==> src/logic/i2c_pkg.sv <==
package i2c_pkg;

    localparam int DEVICE_ADDRESS_WIDTH = 7;
    localparam int BYTE_WIDTH = 8;
    localparam int DIVIDER_WIDTH = 16;
    localparam int QUARTERS_PER_BIT = 4;
    localparam int QUARTER_WIDTH = $clog2(QUARTERS_PER_BIT);
    localparam int BIT_COUNT_WIDTH = $clog2(BYTE_WIDTH + 1); // Eight data bits plus acknowledge

    typedef struct packed {
        logic                            read_write; // 1 for a register read
        logic [DEVICE_ADDRESS_WIDTH-1:0] device_address;
        logic [BYTE_WIDTH-1:0]           register_address;
        logic [BYTE_WIDTH-1:0]           write_data;
    } i2c_request_t;

    typedef enum logic [2:0] {
        op_start,
        op_restart,
        op_write_byte,
        op_read_byte,
        op_stop
    } bus_op_t;

    typedef struct packed {
        bus_op_t               op;
        logic [BYTE_WIDTH-1:0] tx_byte;
    } bus_cmd_t;

    typedef enum logic [3:0] {
        idle,
        send_start,
        send_device_write,
        send_register,
        send_data,
        send_restart,
        send_device_read,
        receive_data,
        send_stop
    } sequence_state_t;

endpackage

==> src/logic/i2c_bit_timer.sv <==
module i2c_bit_timer (
    input  logic                                clock,
    input  logic                                reset_n,
    input  logic                                enable,
    input  logic [i2c_pkg::DIVIDER_WIDTH-1:0]   divider,
    output logic                                tick
);
    import i2c_pkg::*;

    logic [DIVIDER_WIDTH-1:0] count;
    logic [DIVIDER_WIDTH-1:0] saved_divider;

    // Follows the input while idle, so the value present with start is kept
    always_ff @(posedge clock) begin
        if (!enable) begin
            saved_divider <= divider;
        end
    end

    always_ff @(posedge clock) begin
        if (!reset_n) begin
            count <= '0;
            tick  <= 1'b0;
        end else if (!enable) begin
            count <= '0;          // Fresh quarter for every transfer
            tick  <= 1'b0;
        end else if (count == saved_divider) begin
            count <= '0;
            tick  <= 1'b1;
        end else begin
            count <= count + 1'b1;
            tick  <= 1'b0;
        end
    end

endmodule

==> src/logic/i2c_byte_engine.sv <==
module i2c_byte_engine (
    input  logic                            clock,
    input  logic                            reset_n,
    input  logic                            tick,
    input  logic                            cmd_valid,
    input  i2c_pkg::bus_cmd_t               cmd,
    input  logic                            scl_in,
    input  logic                            sda_in,
    output logic                            scl_oe,
    output logic                            sda_oe,
    output logic                            op_done,
    output logic                            acked,
    output logic [i2c_pkg::BYTE_WIDTH-1:0]  rx_byte
);
    import i2c_pkg::*;

    logic                       active;
    bus_op_t                    op;
    logic [QUARTER_WIDTH-1:0]   quarter;
    logic [BIT_COUNT_WIDTH-1:0] bit_count;
    logic [BYTE_WIDTH-1:0]      shift;
    logic                       is_byte;
    logic                       ack_bit;
    logic                       last_bit;
    logic                       sample;

    assign is_byte  = (op == op_write_byte) || (op == op_read_byte);
    assign ack_bit  = bit_count == BIT_COUNT_WIDTH'(BYTE_WIDTH);
    assign last_bit = !is_byte || ack_bit;
    // SCL high seen in the third quarter
    assign sample   = active && tick && (quarter == QUARTER_WIDTH'(2)) && scl_in;
    assign op_done  = active && tick && (quarter == QUARTER_WIDTH'(QUARTERS_PER_BIT - 1)) && last_bit;
    assign rx_byte  = shift;

    // Shared for both directions, MSB leaves first and bus bits enter at the LSB
    always_ff @(posedge clock) begin
        if (!active && cmd_valid) begin
            op <= cmd.op;
            if (cmd.op == op_write_byte) begin
                shift <= cmd.tx_byte;   // Other operations keep the received byte
            end
        end else if (sample && is_byte && !ack_bit) begin
            shift <= {shift[BYTE_WIDTH-2:0], sda_in};
        end
    end

    always_ff @(posedge clock) begin
        if (!reset_n) begin
            active    <= 1'b0;
            quarter   <= '0;
            bit_count <= '0;
            scl_oe    <= 1'b0;
            sda_oe    <= 1'b0;
            acked     <= 1'b0;
        end else if (!active) begin
            if (cmd_valid) begin
                active    <= 1'b1;
                quarter   <= '0;
                bit_count <= '0;
            end
        end else if (tick) begin
            case (quarter)
                QUARTER_WIDTH'(0): begin
                    // SCL is low here, so SDA may change
                    case (op)
                        op_write_byte: sda_oe <= !ack_bit && !shift[BYTE_WIDTH-1];
                        op_stop:       sda_oe <= 1'b1;
                        default:       sda_oe <= 1'b0; // Release, also NACK on a read
                    endcase
                    quarter <= quarter + 1'b1;
                end
                QUARTER_WIDTH'(1): begin
                    scl_oe  <= 1'b0;
                    quarter <= quarter + 1'b1;
                end
                QUARTER_WIDTH'(2): begin
                    if (scl_in) begin               // Target may still stretch
                        if (op == op_start || op == op_restart) begin
                            sda_oe <= 1'b1;         // START while SCL high
                        end
                        if (is_byte && ack_bit) begin
                            acked <= !sda_in;
                        end
                        quarter <= quarter + 1'b1;
                    end
                end
                default: begin
                    if (op == op_stop) begin
                        sda_oe <= 1'b0;             // STOP, bus released
                    end else begin
                        scl_oe <= 1'b1;
                    end
                    quarter <= '0;
                    if (last_bit) begin
                        active <= 1'b0;
                    end else begin
                        bit_count <= bit_count + 1'b1;
                    end
                end
            endcase
        end
    end

endmodule

==> src/logic/i2c_master.sv <==
module i2c_master (
    input  logic                                clock,
    input  logic                                reset_n,
    input  logic                                start,
    input  i2c_pkg::i2c_request_t               request,
    input  logic [i2c_pkg::DIVIDER_WIDTH-1:0]   divider,
    input  logic                                scl_in,
    input  logic                                sda_in,
    output logic                                busy,
    output logic                                done,
    output logic                                error,
    output logic [i2c_pkg::BYTE_WIDTH-1:0]      read_data,
    output logic                                scl_oe,
    output logic                                sda_oe
);
    import i2c_pkg::*;

    logic                  tick;
    logic                  cmd_valid;
    bus_cmd_t              cmd;
    logic                  op_done;
    logic                  acked;
    logic [BYTE_WIDTH-1:0] rx_byte;

    i2c_bit_timer u_bit_timer (
        .clock   (clock),
        .reset_n (reset_n),
        .enable  (busy),          // Quarter ticks only during a transfer
        .divider (divider),
        .tick    (tick)
    );

    i2c_byte_engine u_byte_engine (
        .clock     (clock),
        .reset_n   (reset_n),
        .tick      (tick),
        .cmd_valid (cmd_valid),
        .cmd       (cmd),
        .scl_in    (scl_in),
        .sda_in    (sda_in),
        .scl_oe    (scl_oe),
        .sda_oe    (sda_oe),
        .op_done   (op_done),
        .acked     (acked),
        .rx_byte   (rx_byte)
    );

    i2c_sequencer u_sequencer (
        .clock     (clock),
        .reset_n   (reset_n),
        .start     (start),
        .request   (request),
        .op_done   (op_done),
        .acked     (acked),
        .rx_byte   (rx_byte),
        .cmd_valid (cmd_valid),
        .cmd       (cmd),
        .busy      (busy),
        .done      (done),
        .error     (error),
        .read_data (read_data)
    );

endmodule

==> src/logic/i2c_sequencer.sv <==
module i2c_sequencer (
    input  logic                            clock,
    input  logic                            reset_n,
    input  logic                            start,
    input  i2c_pkg::i2c_request_t           request,
    input  logic                            op_done,
    input  logic                            acked,
    input  logic [i2c_pkg::BYTE_WIDTH-1:0]  rx_byte,
    output logic                            cmd_valid,
    output i2c_pkg::bus_cmd_t               cmd,
    output logic                            busy,
    output logic                            done,
    output logic                            error,
    output logic [i2c_pkg::BYTE_WIDTH-1:0]  read_data
);
    import i2c_pkg::*;

    sequence_state_t state;
    sequence_state_t next_state;
    i2c_request_t    saved_request;
    logic            nack_seen;
    logic            expects_ack;

    assign expects_ack = state inside {send_device_write, send_register, send_data,
                                       send_device_read};

    // One bus operation per state
    always_comb begin
        cmd.op      = op_stop;
        cmd.tx_byte = '0;
        case (state)
            send_start:   cmd.op = op_start;
            send_restart: cmd.op = op_restart;
            receive_data: cmd.op = op_read_byte;
            send_device_write: begin
                cmd.op      = op_write_byte;
                cmd.tx_byte = {saved_request.device_address, 1'b0};
            end
            send_register: begin
                cmd.op      = op_write_byte;
                cmd.tx_byte = saved_request.register_address;
            end
            send_data: begin
                cmd.op      = op_write_byte;
                cmd.tx_byte = saved_request.write_data;
            end
            send_device_read: begin
                cmd.op      = op_write_byte;
                cmd.tx_byte = {saved_request.device_address, 1'b1};
            end
            default: cmd.op = op_stop;
        endcase
    end

    // Step taken when the current operation completes
    always_comb begin
        case (state)
            send_start:        next_state = send_device_write;
            send_device_write: next_state = acked ? send_register : send_stop;
            send_register: begin
                if (!acked) begin
                    next_state = send_stop;
                end else if (saved_request.read_write) begin
                    next_state = send_restart;
                end else begin
                    next_state = send_data;
                end
            end
            send_data:         next_state = send_stop;
            send_restart:      next_state = send_device_read;
            send_device_read:  next_state = acked ? receive_data : send_stop;
            receive_data:      next_state = send_stop;
            default:           next_state = idle;
        endcase
    end

    always_ff @(posedge clock) begin
        if (start && state == idle && !done) begin
            saved_request <= request;
        end
    end

    always_ff @(posedge clock) begin
        if (!reset_n) begin
            state     <= idle;
            cmd_valid <= 1'b0;
            busy      <= 1'b0;
            done      <= 1'b0;
            error     <= 1'b0;
            nack_seen <= 1'b0;
            read_data <= '0;
        end else begin
            cmd_valid <= 1'b0;
            done      <= 1'b0;
            if (state == idle) begin
                if (done) begin
                    busy <= 1'b0;                   // Busy ends after the done cycle
                end else if (start) begin
                    state     <= send_start;
                    busy      <= 1'b1;
                    cmd_valid <= 1'b1;
                    nack_seen <= 1'b0;
                end
            end else if (op_done) begin
                state <= next_state;
                if (expects_ack && !acked) begin
                    nack_seen <= 1'b1;
                end
                if (state == send_stop) begin
                    done  <= 1'b1;
                    error <= nack_seen;
                    // Engine still holds the received byte through the stop
                    if (saved_request.read_write && !nack_seen) begin
                        read_data <= rx_byte;
                    end
                end else begin
                    cmd_valid <= 1'b1;
                end
            end
        end
    end

endmodule

==> config.mk <==
export PLATFORM = sky130hd
export DESIGN_NAME = i2c_master
export DESIGN_NICKNAME = d
export VERILOG_FILES = /design/src/logic/i2c_pkg.sv /design/src/logic/i2c_bit_timer.sv /design/src/logic/i2c_byte_engine.sv /design/src/logic/i2c_master.sv /design/src/logic/i2c_sequencer.sv
export SDC_FILE = /design/constraint.sdc
export NUM_CORES = 1
export LEC_CHECK = 0
export BUFFER_PORTS_ARGS = -buffer_cell sky130_fd_sc_hd__buf_4
export CAP_MARGIN = 0
export CORE_MARGIN = 8
export CORE_UTILIZATION = 50
export DETAILED_ROUTE_END_ITERATION = 12
export GPL_TIMING_DRIVEN = 0
export PLACE_DENSITY = 0.79
export SETUP_SLACK_MARGIN = 0.05
export SLEW_MARGIN = 30
export SYNTH_ARGS = -nofsm -noshare
export SYNTH_HDL_FRONTEND = slang
export SYNTH_SLANG_ARGS = --single-unit
==> constraint.sdc <==
create_clock -name clock -period 2.2 [get_ports clock]
set_clock_uncertainty 0.15 [all_clocks]
set_input_delay 0.11 -clock clock [delete_from_list [all_inputs] [get_ports clock]]
set_output_delay 0.11 -clock clock [all_outputs]
set_load 0.05 [all_outputs]
==> results.py, run 1 <==
metrics = {
    "synth": {
        "synth.distinct_cells": 51,
        "synth_ff_type": "edfxtp_1",
        "syn_area_mm2": 0.00415,
        "synth.largest_area_cell": "edfxtp_1",
        "ys_ff_latch": 95,
        "yosysMostFrequentCell": "edfxtp_1",
        "netlist_top_cells_count": "51 x edfxtp_1, 44 x dfxtp_1, 32 x nand2_1",
        "syn_nets": 431,
        "postSynth.asyncResetShare": 0,
        "synth_warnings": 0,
        "avgSynthCellArea_um2": 11.0,
        "synth_top_area_frac": 0.369,
        "synth-edff-count": 51,
        "synth_cells": 378,
        "ys_top_cells_by_area": "edfxtp_1 37%, dfxtp_1 21%, xnor2_1 6.1%, nand2_1 2.9%, nor3_1 2.8%",
        "yosysSeqAreaShare": 0.581,
    },
    "detailed_routing": {
        "post_drt_wl_per_cell_um": 15.3,
        "vias": 3164,
        "avgViaCountPerCell": 5.28,
        "drt_iter0_markers": 140,
        "dr.pass1.iters": 5,
        "wl_um": 9170,
        "drcViolationCount": 0,
        "ant_nets": 0,
    },
    "worst_setup_path": {
        "cp_max_fo": 6,
        "startpoint_type": "flop",
        "cp-end-kind": "flop",
        "slowest_stage": "or4_1",
        "crit_cells": 4,
        "arrival_ns": 2.12,
        "criticalPathCategory": "flop to flop",
        "crit_required_ns": 2.31,
        "crit_family": "simple AND/OR/NAND/NOR gates",
        "worstPathCellList": "nand3_1 -> or2_4 -> or4_1 -> a211oi_1",
        "r2r_cells": 4,
        "path_buf_inv": 0,
        "cpPeakStageDelay_ns": 0.50,
    },
    "final_layout": {
        "syn2layout_area_growth_pct": 30.3,
        "regArea_mm2": 0.00241,
        "antenna_cells": 0,
        "drive_above_1_share": 0.198,
        "fillers": 583,
        "final_nets": 542,
        "multi_input_area_mm2": 0.00170,
    },
    "job": {
        "maxCapViolCount": 0,
    },
    "timing": {
        "layout_min_cycle_time_ns": 2.01,
        "setup-violations-final": 0,
        "final-max-slew-violation-count": 0,
        "slew_headroom": 0.586,
        "fmax_mhz": 497,
        "fin_ws_ns": 0.187,
        "rsz0062_at_grt": "no",
        "hold_slack_ns": 0.0105,
        "worst_pin_slew_ns": 0.620,
        "period_share": 0.915,
        "hold_viol": 0,
    },
    "pwr": {
        "pwr-share-clk": 0.313,
        "p_leak_uw": 0.00196,
        "p_sw_frac": 0.224,
        "switching_power_uw": 763,
        "intPower_uw": 2640,
        "seqPwrFrac": 0.586,
        "peakVddDrop_mv": 0.520,
        "finalPower_uw": 3400,
        "p_per_area_mw_per_mm2": 629,
        "pwr-share-comb": 0.102,
    },
    "floorplan": {
        "dieHeight_um": 107,
        "io_pins": 58,
        "die_area_mm2": 0.0115,
        "start_util": 0.510,
        "core_area_mm2": 0.00813,
        "rows": 33,
        "die_w_um": 107,
    },
    "clocking": {
        "clock_latency_ns": 0.35,
        "numCtsBuffers": 9,
        "cts_tree": "yes",
        "clockBufferDepth": 2,
        "cts.sink_count": 95,
        "clkTransAtPathRegs_ns": 0.08,
        "clockRootBuffer": "clkbuf_8",
        "htree_levels": 3,
    },
    "global_routing": {
        "antenna_found_initial": 0,
        "grtUsageTotal": 0.162,
        "grt_max_degree": 17,
        "busiest_layer": "met2",
        "grt_pass1_vias": 3195,
        "grt_pass1_wl_um": 15100,
        "use_met1": 0.196,
        "grt-ovfl-total": 0,
        "met2_usage": 0.280,
        "use_met3": 0.0402,
    },
    "place": {
        "place_ws_ns": -0.417,
        "numPortBuffers": 56,
        "dp_hpwl_um": 6290,
        "gp_congestion": 0.884,
    },
    "min_path": {
        "hold_depth": 3,
        "min_path_type": "input pin to flop",
    },
    "status": {
        "outcome": "complete, no violations",
    },
}
-- metrics by stage --
stage,area [µm²],utilization,instances,setup TNS [ns]
after floorplan,4150,-,378,0
after global placement,4700,0.578,539,-9.74
after detailed placement,4700,0.578,539,-11.06
after CTS,5350,0.657,598,-0.0179
after global routing,5410,0.665,599,0
final,5410,0.665,599,0
-- area by class of cell --
type / count / share of cell area
inverters: 13 / 0.00902
clock inverters: 1 / 0.000925
plain buffers: 19 / 0.0150
clock buffers: 15 / 0.0326
flip-flops and latches: 95 / 0.446
multi-input cells: 252 / 0.315
well taps: 105 / 0.0243
repair buffers: 99 / 0.157
-- repair_timing --
item                       4_1_cts  5_1_grt
pin swaps                        1        2
gates cloned                     1        0
hold endpoints to repair        43        0
hold buffers                    42        0
resized for setup                6       15
setup buffers                    0        1
setup endpoints to repair       41       64
-- layout by cell type, fill, tap and decap left out, drive strengths merged, types with 2 or more instances in the layout --
| cell | n |
|---|---|
| a21o | 2 |
| a21oi | 14 |
| o21ai | 19 |
| clkbuf | 29 |
| or4b | 2 |
| xnor2 | 29 |
| and3b | 3 |
| nand3 | 17 |
| or2 | 3 |
| o22ai | 2 |
| o41ai | 2 |
| nor3b | 3 |
| nor2b | 13 |
| nor3 | 23 |
| o211ai | 2 |
| mux2i | 3 |
| buf | 62 |
| nor4b | 4 |
| dfxtp | 44 |
| xor2 | 2 |
| o31ai | 2 |
| nor4 | 6 |
| ha | 8 |
| edfxtp | 51 |
| nand2b | 6 |
| nand3b | 4 |
| nand4 | 7 |
| or4 | 2 |
| a2bb2oi | 7 |
| nand2 | 32 |
| nor2 | 17 |
| a211oi | 6 |
| dlygate4sd3 | 42 |
| inv | 13 |
-- sequential cells by signal (all words and copies together) (netlist names), 2 cells and up --
name	cells
u_bit_timer.count	16
u_bit_timer.saved_divider	16
u_byte_engine.bit_count	4
u_byte_engine.op	3
u_byte_engine.quarter	2
u_byte_engine.rx_byte	8
u_sequencer.read_data	8
u_sequencer.saved_request	24
u_sequencer.state	4
-- power groups by stage --
stage / Clock [µW] / Sequential [µW] / Combinational [µW]
2_1_floorplan: 0 / 2030 / 154
3_3_place_gp: 0 / 2030 / 261
3_5_place_dp: 0 / 2030 / 268
4_1_cts: 1070 / 1990 / 337
5_1_grt: 1160 / 2000 / 376
6_report: 1060 / 1990 / 345
-- path summary, 6_finish.rpt --
check	from	end	slack, ns
setup / recovery	u_bit_timer.count[2]	u_bit_timer.count[15]	0.19
hold / removal	reset_n	u_sequencer.read_data[7]	0.01
setup reg to reg	u_bit_timer.count[2]	u_bit_timer.count[15]	0.19
hold reg to reg	u_sequencer.read_data[1]	u_sequencer.read_data[1]	0.33
-- worst min-delay path, delay by kind of cell --
kind | cells | cell delay [ns]
buffers and inverters | 1 | 0.18
AND/OR/NAND/NOR | 1 | 0.10
AO/OA/AOI/OAI | 1 | 0.06
-- routing by layer --
layer	up-vias	wire, µm
met2	88	4730
met4	0	61
li1	1589	-
met1	1482	3950
met3	5	431
met5	-	0
-- logic make-up after synthesis --
| logic type | Yosys count | synth area share |
|---|---|---|
| flops | 95 | 0.581 |
| mux | 4 | 0.00995 |
| compound gates | 62 | 0.0950 |
| xor+xnor | 31 | 0.0654 |
| fa+ha+maj | 8 | 0.0241 |
| simple gates | 146 | 0.194 |
| buf+inv | 32 | 0.0305 |
No activity file was read; power rests on OpenSTA's default activity.
==> run 2, diff against run 1 <==
--- a/config.mk
+++ b/config.mk
@@ -6,11 +6,12 @@
 export NUM_CORES = 1
 export LEC_CHECK = 0
 export BUFFER_PORTS_ARGS = -buffer_cell sky130_fd_sc_hd__buf_4
-export CAP_MARGIN = 0
+export CAP_MARGIN = 25
 export CORE_MARGIN = 8
 export CORE_UTILIZATION = 50
 export DETAILED_ROUTE_END_ITERATION = 12
 export GPL_TIMING_DRIVEN = 0
+export MAX_ROUTING_LAYER = met4
 export PLACE_DENSITY = 0.79
 export SETUP_SLACK_MARGIN = 0.05
 export SLEW_MARGIN = 30
==> constraint.sdc (replaced) <==
create_clock -name clock -period 2.2 [get_ports clock]
set_clock_uncertainty 0.15 [all_clocks]
set_input_delay 0 -clock clock [delete_from_list [all_inputs] [get_ports clock]]
set_output_delay 0 -clock clock [all_outputs]
set_load 0.05 [all_outputs]
==> run 2 against run 1 <==
Effect of this change: cell count is 0.17% higher; worst setup slack lost 0.032 ns; highest routed layer unchanged; non-clock buffer count increased by 1; sequential share of layout area down 0.17 points; maximum frequency decreased by 1.6%; critical endpoint is now u_sequencer.state[2]; critical path depth grew 1; clock power grew 14%; worst hold slack improved by 0.19 ns; first-iteration DRC count up 27%; count of clock-buffer cells in the layout fell by 2; register-to-register slack lost 0.03 ns; sequential cell count is the same.
==> results.py, run 2 (synthesized netlist as in run 1, its figures left out) <==
metrics = {
    "worst_setup_path": {
        "r2r_end": "u_sequencer.state[2]",
        "rrSetupSlack_ns": 0.15,
        "arrival_ns": 2.17,
        "critPathCapture": "u_sequencer.state[2]",
        "crit_required_ns": 2.32,
        "cp-end-kind": "flop",
        "cp_max_fo": 14,
        "r2r-start": "u_sequencer.state[0]",
        "criticalPathCategory": "flop to flop",
        "startpoint": "u_sequencer.state[0]",
        "startpoint_type": "flop",
        "r2r_cells": 5,
    },
    "pwr": {
        "p_per_area_mw_per_mm2": 655,
        "p_leak_uw": 0.00196,
        "peakVddDrop_mv": 0.463,
    },
    "detailed_routing": {
        "vias": 3223,
        "avgViaCountPerCell": 5.37,
        "dr.pass1.iters": 4,
        "drt_iter0_markers": 178,
        "ant_nets": 0,
        "post_drt_wl_per_cell_um": 15.5,
        "drcViolationCount": 0,
        "wl_um": 9300,
    },
    "place": {
        "dp_hpwl_um": 6300,
        "gp_congestion": 0.903,
        "numPortBuffers": 56,
        "dp_cells": 539,
    },
    "timing": {
        "layout_min_cycle_time_ns": 2.05,
        "fmax_mhz": 489,
        "hold_viol": 0,
        "hold_slack_ns": 0.201,
        "worst_pin_slew_ns": 0.706,
        "slew_headroom": 0.526,
        "setup-violations-final": 0,
        "rsz0062_at_grt": "no",
        "final-max-slew-violation-count": 0,
        "period_share": 0.930,
    },
    "final_layout": {
        "mostFrequentLayoutCells": "57 x buf_4, 51 x edfxtp_1, 44 x dlygate4sd3_1, 44 x dfxtp_1, 32 x nand2_1",
        "drive_above_1_share": 0.184,
        "multi_input_area_mm2": 0.00168,
        "fillers": 586,
        "top_register": "u_sequencer.saved_request",
        "final_nets": 543,
        "final_common_cell": "buf_4",
        "syn2layout_area_growth_pct": 30.8,
        "regArea_mm2": 0.00241,
        "largest_reg_flops": 24,
        "top_regs": "u_sequencer.saved_request x24, u_bit_timer.count x16, u_bit_timer.saved_divider x16",
        "antenna_cells": 0,
        "final_cells": 600,
    },
    "clocking": {
        "cts.sink_count": 95,
        "numCtsBuffers": 9,
        "clockRootBuffer": "clkbuf_8",
        "clkTransAtPathRegs_ns": 0.09,
        "clockBufferDepth": 2,
        "htree_levels": 3,
        "cts_tree": "yes",
        "clock_latency_ns": 0.35,
    },
    "floorplan": {
        "io_pins": 58,
        "rows": 33,
        "die_area_mm2": 0.0115,
        "dieHeight_um": 107,
        "die_w_um": 107,
        "start_util": 0.510,
        "core_area_mm2": 0.00813,
    },
    "global_routing": {
        "grt_pass1_wl_um": 15300,
        "antenna_found_initial": 0,
        "grt_pass1_vias": 3171,
        "grt-ovfl-total": 0,
        "grtUsageTotal": 0.171,
        "grt_max_degree": 17,
    },
    "min_path": {
        "min_path_type": "input pin to flop",
        "holdCritStartpoint": "request[3]",
    },
    "job": {
        "maxCapViolCount": 0,
    },
    "status": {
        "outcome": "complete, no violations",
    },
}
==> run 2: routing by layer <==
metal,global-route usage,vias up,share of wire
li1,-,1591,-
met1,0.205,1533,0.43
met2,0.285,88,0.51
met3,0.0366,11,0.047
met4,0.0482,0,0.010
met5,-,-,0
==> run 2: cell type report <==
cell class	count	share of cell area
buffer	18	0.0141
sequential	95	0.445
clock buffer	13	0.0256
clock inverter	3	0.0127
tap	105	0.0242
multi-input combinational	252	0.310
timing repair buffer	101	0.160
inverter	13	0.00899
==> run 2: power by group <==
part           switching, µW  total [µW]  internal [µW]  leakage (µW)
clock                    567        1210            645      0.000102
sequential              33.2        1990           1960      0.000849
combinational            171         350            179       0.00101
==> run 2: through the flow <==
| step | total power (µW) | instance area [µm²] | setup TNS [ns] | utilization | setup slack [ns] |
|---|---|---|---|---|---|
| 2_1_floorplan | 2180 | 4150 | 0 | - | 0.190 |
| 3_3_place_gp | 2290 | 4700 | -9.26 | 0.578 | -0.349 |
| 3_5_place_dp | 2300 | 4700 | -10.22 | 0.578 | -0.394 |
| 4_1_cts | 3550 | 5390 | 0 | 0.662 | 0.0164 |
| 5_1_grt | 3670 | 5430 | 0 | 0.667 | 0.0545 |
| 6_report | 3550 | 5430 | 0 | 0.667 | 0.155 |
==> run 2: repair_timing <==
item                                   in CTS  in global routing
gates resized for setup                     6                  7
endpoints found under the hold margin      47                  0
setup endpoints to repair                  37                 36
gates cloned                                1                  0
hold buffers                               44                  0
pin swaps                                   1                  1
setup buffers                               0                  1
==> run 2: how the worst min path moves through the flow <==
stage / cells after the start / slack, ns / endpoint
after global placement: 1 / 0.03 / u_bit_timer.saved_divider[11]
after floorplan: 1 / -0.05 / u_byte_engine.acked
after detailed placement: 1 / 0.03 / u_bit_timer.saved_divider[9]
after global routing: 2 / 0.20 / u_bit_timer.saved_divider[11]
final: 2 / 0.20 / u_sequencer.saved_request[3]
after CTS: 2 / 0.19 / u_sequencer.saved_request[3]
==> run 2: critical path, stage by stage, from the launching register on <==
cell	delay, ns
dfxtp_1	0.33
clkbuf_2	0.21
nor4_4	0.51
and3b_4	0.43
nor2_1	0.12
o21ai_0	0.22
==> run 3, diff against run 2 <==
--- a/config.mk
+++ b/config.mk
@@ -7,14 +7,17 @@
 export LEC_CHECK = 0
 export BUFFER_PORTS_ARGS = -buffer_cell sky130_fd_sc_hd__buf_4
 export CAP_MARGIN = 25
+export CELL_PAD_IN_SITES_DETAIL_PLACEMENT = 2
+export CELL_PAD_IN_SITES_GLOBAL_PLACEMENT = 2
 export CORE_MARGIN = 8
-export CORE_UTILIZATION = 50
+export CORE_UTILIZATION = 34
 export DETAILED_ROUTE_END_ITERATION = 12
 export GPL_TIMING_DRIVEN = 0
 export MAX_ROUTING_LAYER = met4
-export PLACE_DENSITY = 0.79
+export PLACE_DENSITY = 0.81
 export SETUP_SLACK_MARGIN = 0.05
 export SLEW_MARGIN = 30
 export SYNTH_ARGS = -nofsm -noshare
 export SYNTH_HDL_FRONTEND = slang
+export SYNTH_HIERARCHICAL = 1
 export SYNTH_SLANG_ARGS = --single-unit
==> run 3 against run 2 <==
Effect of this change: the flow now finishes with violations (negative setup slack); worst hold slack improved by 0.019 ns; core utilization shrank 19 points; sequential power hardly changed; critical path type unchanged; critical endpoint is now u_sequencer/saved_request[19]; largest cell class unchanged; highest routed layer unchanged.
==> results.py, run 3 <==
metrics = {
    "synth": {
        "synth.largest_area_cell": "edfxtp_1",
        "synthXorXnorAreaFrac": 0.0609,
        "postSynth.asyncResetShare": 0,
        "synth_warnings": 6,
        "synth-edff-count": 51,
        "avgSynthCellArea_um2": 11.2,
        "synthMuxAreaShare": 0.0267,
        "ys_top_cells_by_area": "edfxtp_1 37%, dfxtp_1 21%, nand2_1 5.0%, xnor2_1 4.8%, ha_1 2.4%",
        "synthSimpleGateAreaFrac": 0.208,
        "synth_top_family_by_area": "simple AND/OR/NAND/NOR gates",
        "netlist_top_cells_count": "56 x nand2_1, 51 x edfxtp_1, 44 x dfxtp_1",
        "syn_area_mm2": 0.00417,
        "synth_cells": 372,
        "synth_ff_type": "edfxtp_1",
        "yosysMostFrequentCell": "nand2_1",
        "synth_compound_area_frac": 0.0738,
        "ys_ff_latch": 95,
        "synth.distinct_cells": 58,
        "syn_nets": 425,
        "synth_fa_ha_area_frac": 0.0240,
        "synth_top_area_frac": 0.367,
        "yosysSeqAreaShare": 0.579,
    },
    "detailed_routing": {
        "vias": 3504,
        "wl_um": 16300,
        "drt_iter0_markers": 186,
        "avgViaCountPerCell": 5.38,
        "drcViolationCount": 0,
        "ant_nets": 0,
        "dr.pass1.iters": 4,
        "post_drt_wl_per_cell_um": 25.1,
    },
    "global_routing": {
        "grt_pass1_vias": 3975,
        "grt_max_degree": 17,
        "antenna_found_initial": 0,
        "grtUsageTotal": 0.198,
        "grt-ovfl-total": 0,
        "grt_pass1_wl_um": 23600,
    },
    "final_layout": {
        "antenna_cells": 0,
        "mostFrequentLayoutCells": "72 x buf_4, 54 x nand2_1, 51 x edfxtp_1, 44 x dlygate4sd3_1, 42 x dfxtp_1",
        "largest_reg_flops": 24,
        "top_regs": "u_sequencer/saved_request x24, u_bit_timer/count x16, u_bit_timer/saved_divider x16",
        "syn2layout_area_growth_pct": 38.1,
        "final_nets": 552,
        "drive_above_1_share": 0.252,
        "final_common_cell": "buf_4",
        "top_register": "u_sequencer/saved_request",
    },
    "worst_setup_path": {
        "startpoint_type": "flop",
        "worstPathCellList": "buf_2 -> nor4_2 -> nand3b_1 -> buf_4 -> clkinvlp_4 -> buf_12",
        "slowest_stage": "nor4_2",
        "criticalPathCategory": "flop to flop",
        "arrival_ns": 2.22,
        "path_buf_inv": 4,
        "cp-end-kind": "flop",
        "crit_required_ns": 2.12,
        "cp_max_fo": 12,
        "cpPeakStageDelay_ns": 0.50,
        "crit_family": "simple AND/OR/NAND/NOR gates",
    },
    "clocking": {
        "cts.sink_count": 95,
        "clockRootBuffer": "clkbuf_16",
        "clock_latency_ns": 0.35,
        "htree_levels": 3,
        "clockBufferDepth": 2,
        "cts_tree": "yes",
        "numCtsBuffers": 9,
        "clkTransAtPathRegs_ns": 0.07,
    },
    "pwr": {
        "finalPower_uw": 3970,
        "p_leak_uw": 0.00217,
        "p_per_area_mw_per_mm2": 689,
        "peakVddDrop_mv": 0.534,
    },
    "place": {
        "numPortBuffers": 57,
        "place_ws_ns": -0.550,
        "dp_hpwl_um": 8470,
        "gp_congestion": 0.816,
    },
    "floorplan": {
        "io_pins": 58,
        "core_area_mm2": 0.0120,
        "start_util": 0.347,
        "die_w_um": 127,
        "die_area_mm2": 0.0161,
        "dieHeight_um": 127,
        "rows": 40,
    },
    "timing": {
        "tns_ns": -1.37,
        "final-max-slew-violation-count": 0,
        "slew_headroom": 0.574,
        "layout_min_cycle_time_ns": 2.30,
        "worst_pin_slew_ns": 0.638,
        "fmax_mhz": 434,
        "period_share": 1.05,
        "fin_ws_ns": -0.102,
        "rsz0062_at_grt": "yes",
        "hold_viol": 0,
        "setup-violations-final": 21,
        "hold_slack_ns": 0.220,
    },
    "job": {
        "maxCapViolCount": 0,
    },
    "status": {
        "violations": "negative setup slack",
        "outcome": "finished with violations",
    },
    "min_path": {
        "min_path_type": "input pin to flop",
    },
}
## run 3: routing by layer
layer	up-vias	share of wire	wire [µm]	global-route usage
met3	28	0.031	505	0.0302
met1	1797	0.40	6490	0.218
li1	1591	-	-	-
met5	-	0	0	-
met4	0	0.030	493	0.0805
met2	88	0.54	8840	0.351
## run 3: cell families after synthesis
kind of cell,count (synthesis)
buffers and inverters,28
adder cells (fa/ha/maj),8
flip-flops,95
AO/OA/AOI/OAI,42
XOR/XNOR,29
multiplexers,11
AND/OR/NAND/NOR,159
## run 3: metrics by stage
stage	util	cells	cell area, µm²
6_report	0.479	651	5760
5_1_grt	0.479	651	5760
4_1_cts	0.472	642	5670
3_5_place_dp	0.403	576	4840
3_3_place_gp	0.402	576	4830
2_1_floorplan	-	372	4220
## run 3: worst paths after layout
| kind | start | endpoint | slack (ns) | cells after the start |
|---|---|---|---|---|
| setup / recovery | u_sequencer/state[1] | u_sequencer/saved_request[19] | -0.10 | 6 |
| hold / removal | request[7] | u_sequencer/saved_request[7] | 0.22 | 2 |
| setup reg to reg | u_sequencer/state[1] | u_sequencer/saved_request[19] | -0.10 | 6 |
| hold reg to reg | u_sequencer/read_data[5] | u_sequencer/read_data[5] | 0.38 | 2 |
## run 3: power by group
| group | switching, µW | internal (µW) |
|---|---|---|
| clock network | 716 | 894 |
| registers | 48.5 | 1960 |
| logic | 186 | 165 |
## run 3: cell type report
type | count | area (µm²)
clock inverter | 2 | 13.8
fill | 1191 | 6260
multi-input combinational | 249 | 1730
buffer | 13 | 61.3
tap | 147 | 184
inverter | 14 | 56.3
clock buffer | 14 | 284
timing repair buffer | 116 | 1010
sequential | 95 | 2410
timing repair inverter | 1 | 7.51
## run 3: worst register-to-register path, delay by kind of cell, from the launching register on
family                 cells  cell delay [ns]
and+or+nand+nor            2             0.85
buffers and inverters      4             0.69
DFF                        1             0.32
## run 3: timing repair
action | in CTS | in global routing
buffers inserted | 5 | 10
pin swaps | 3 | 4
hold endpoints to repair | 54 | 0
hold buffers | 44 | 0
setup endpoints to repair | 48 | 60
gates cloned | 1 | 0
resized for setup | 6 | 8
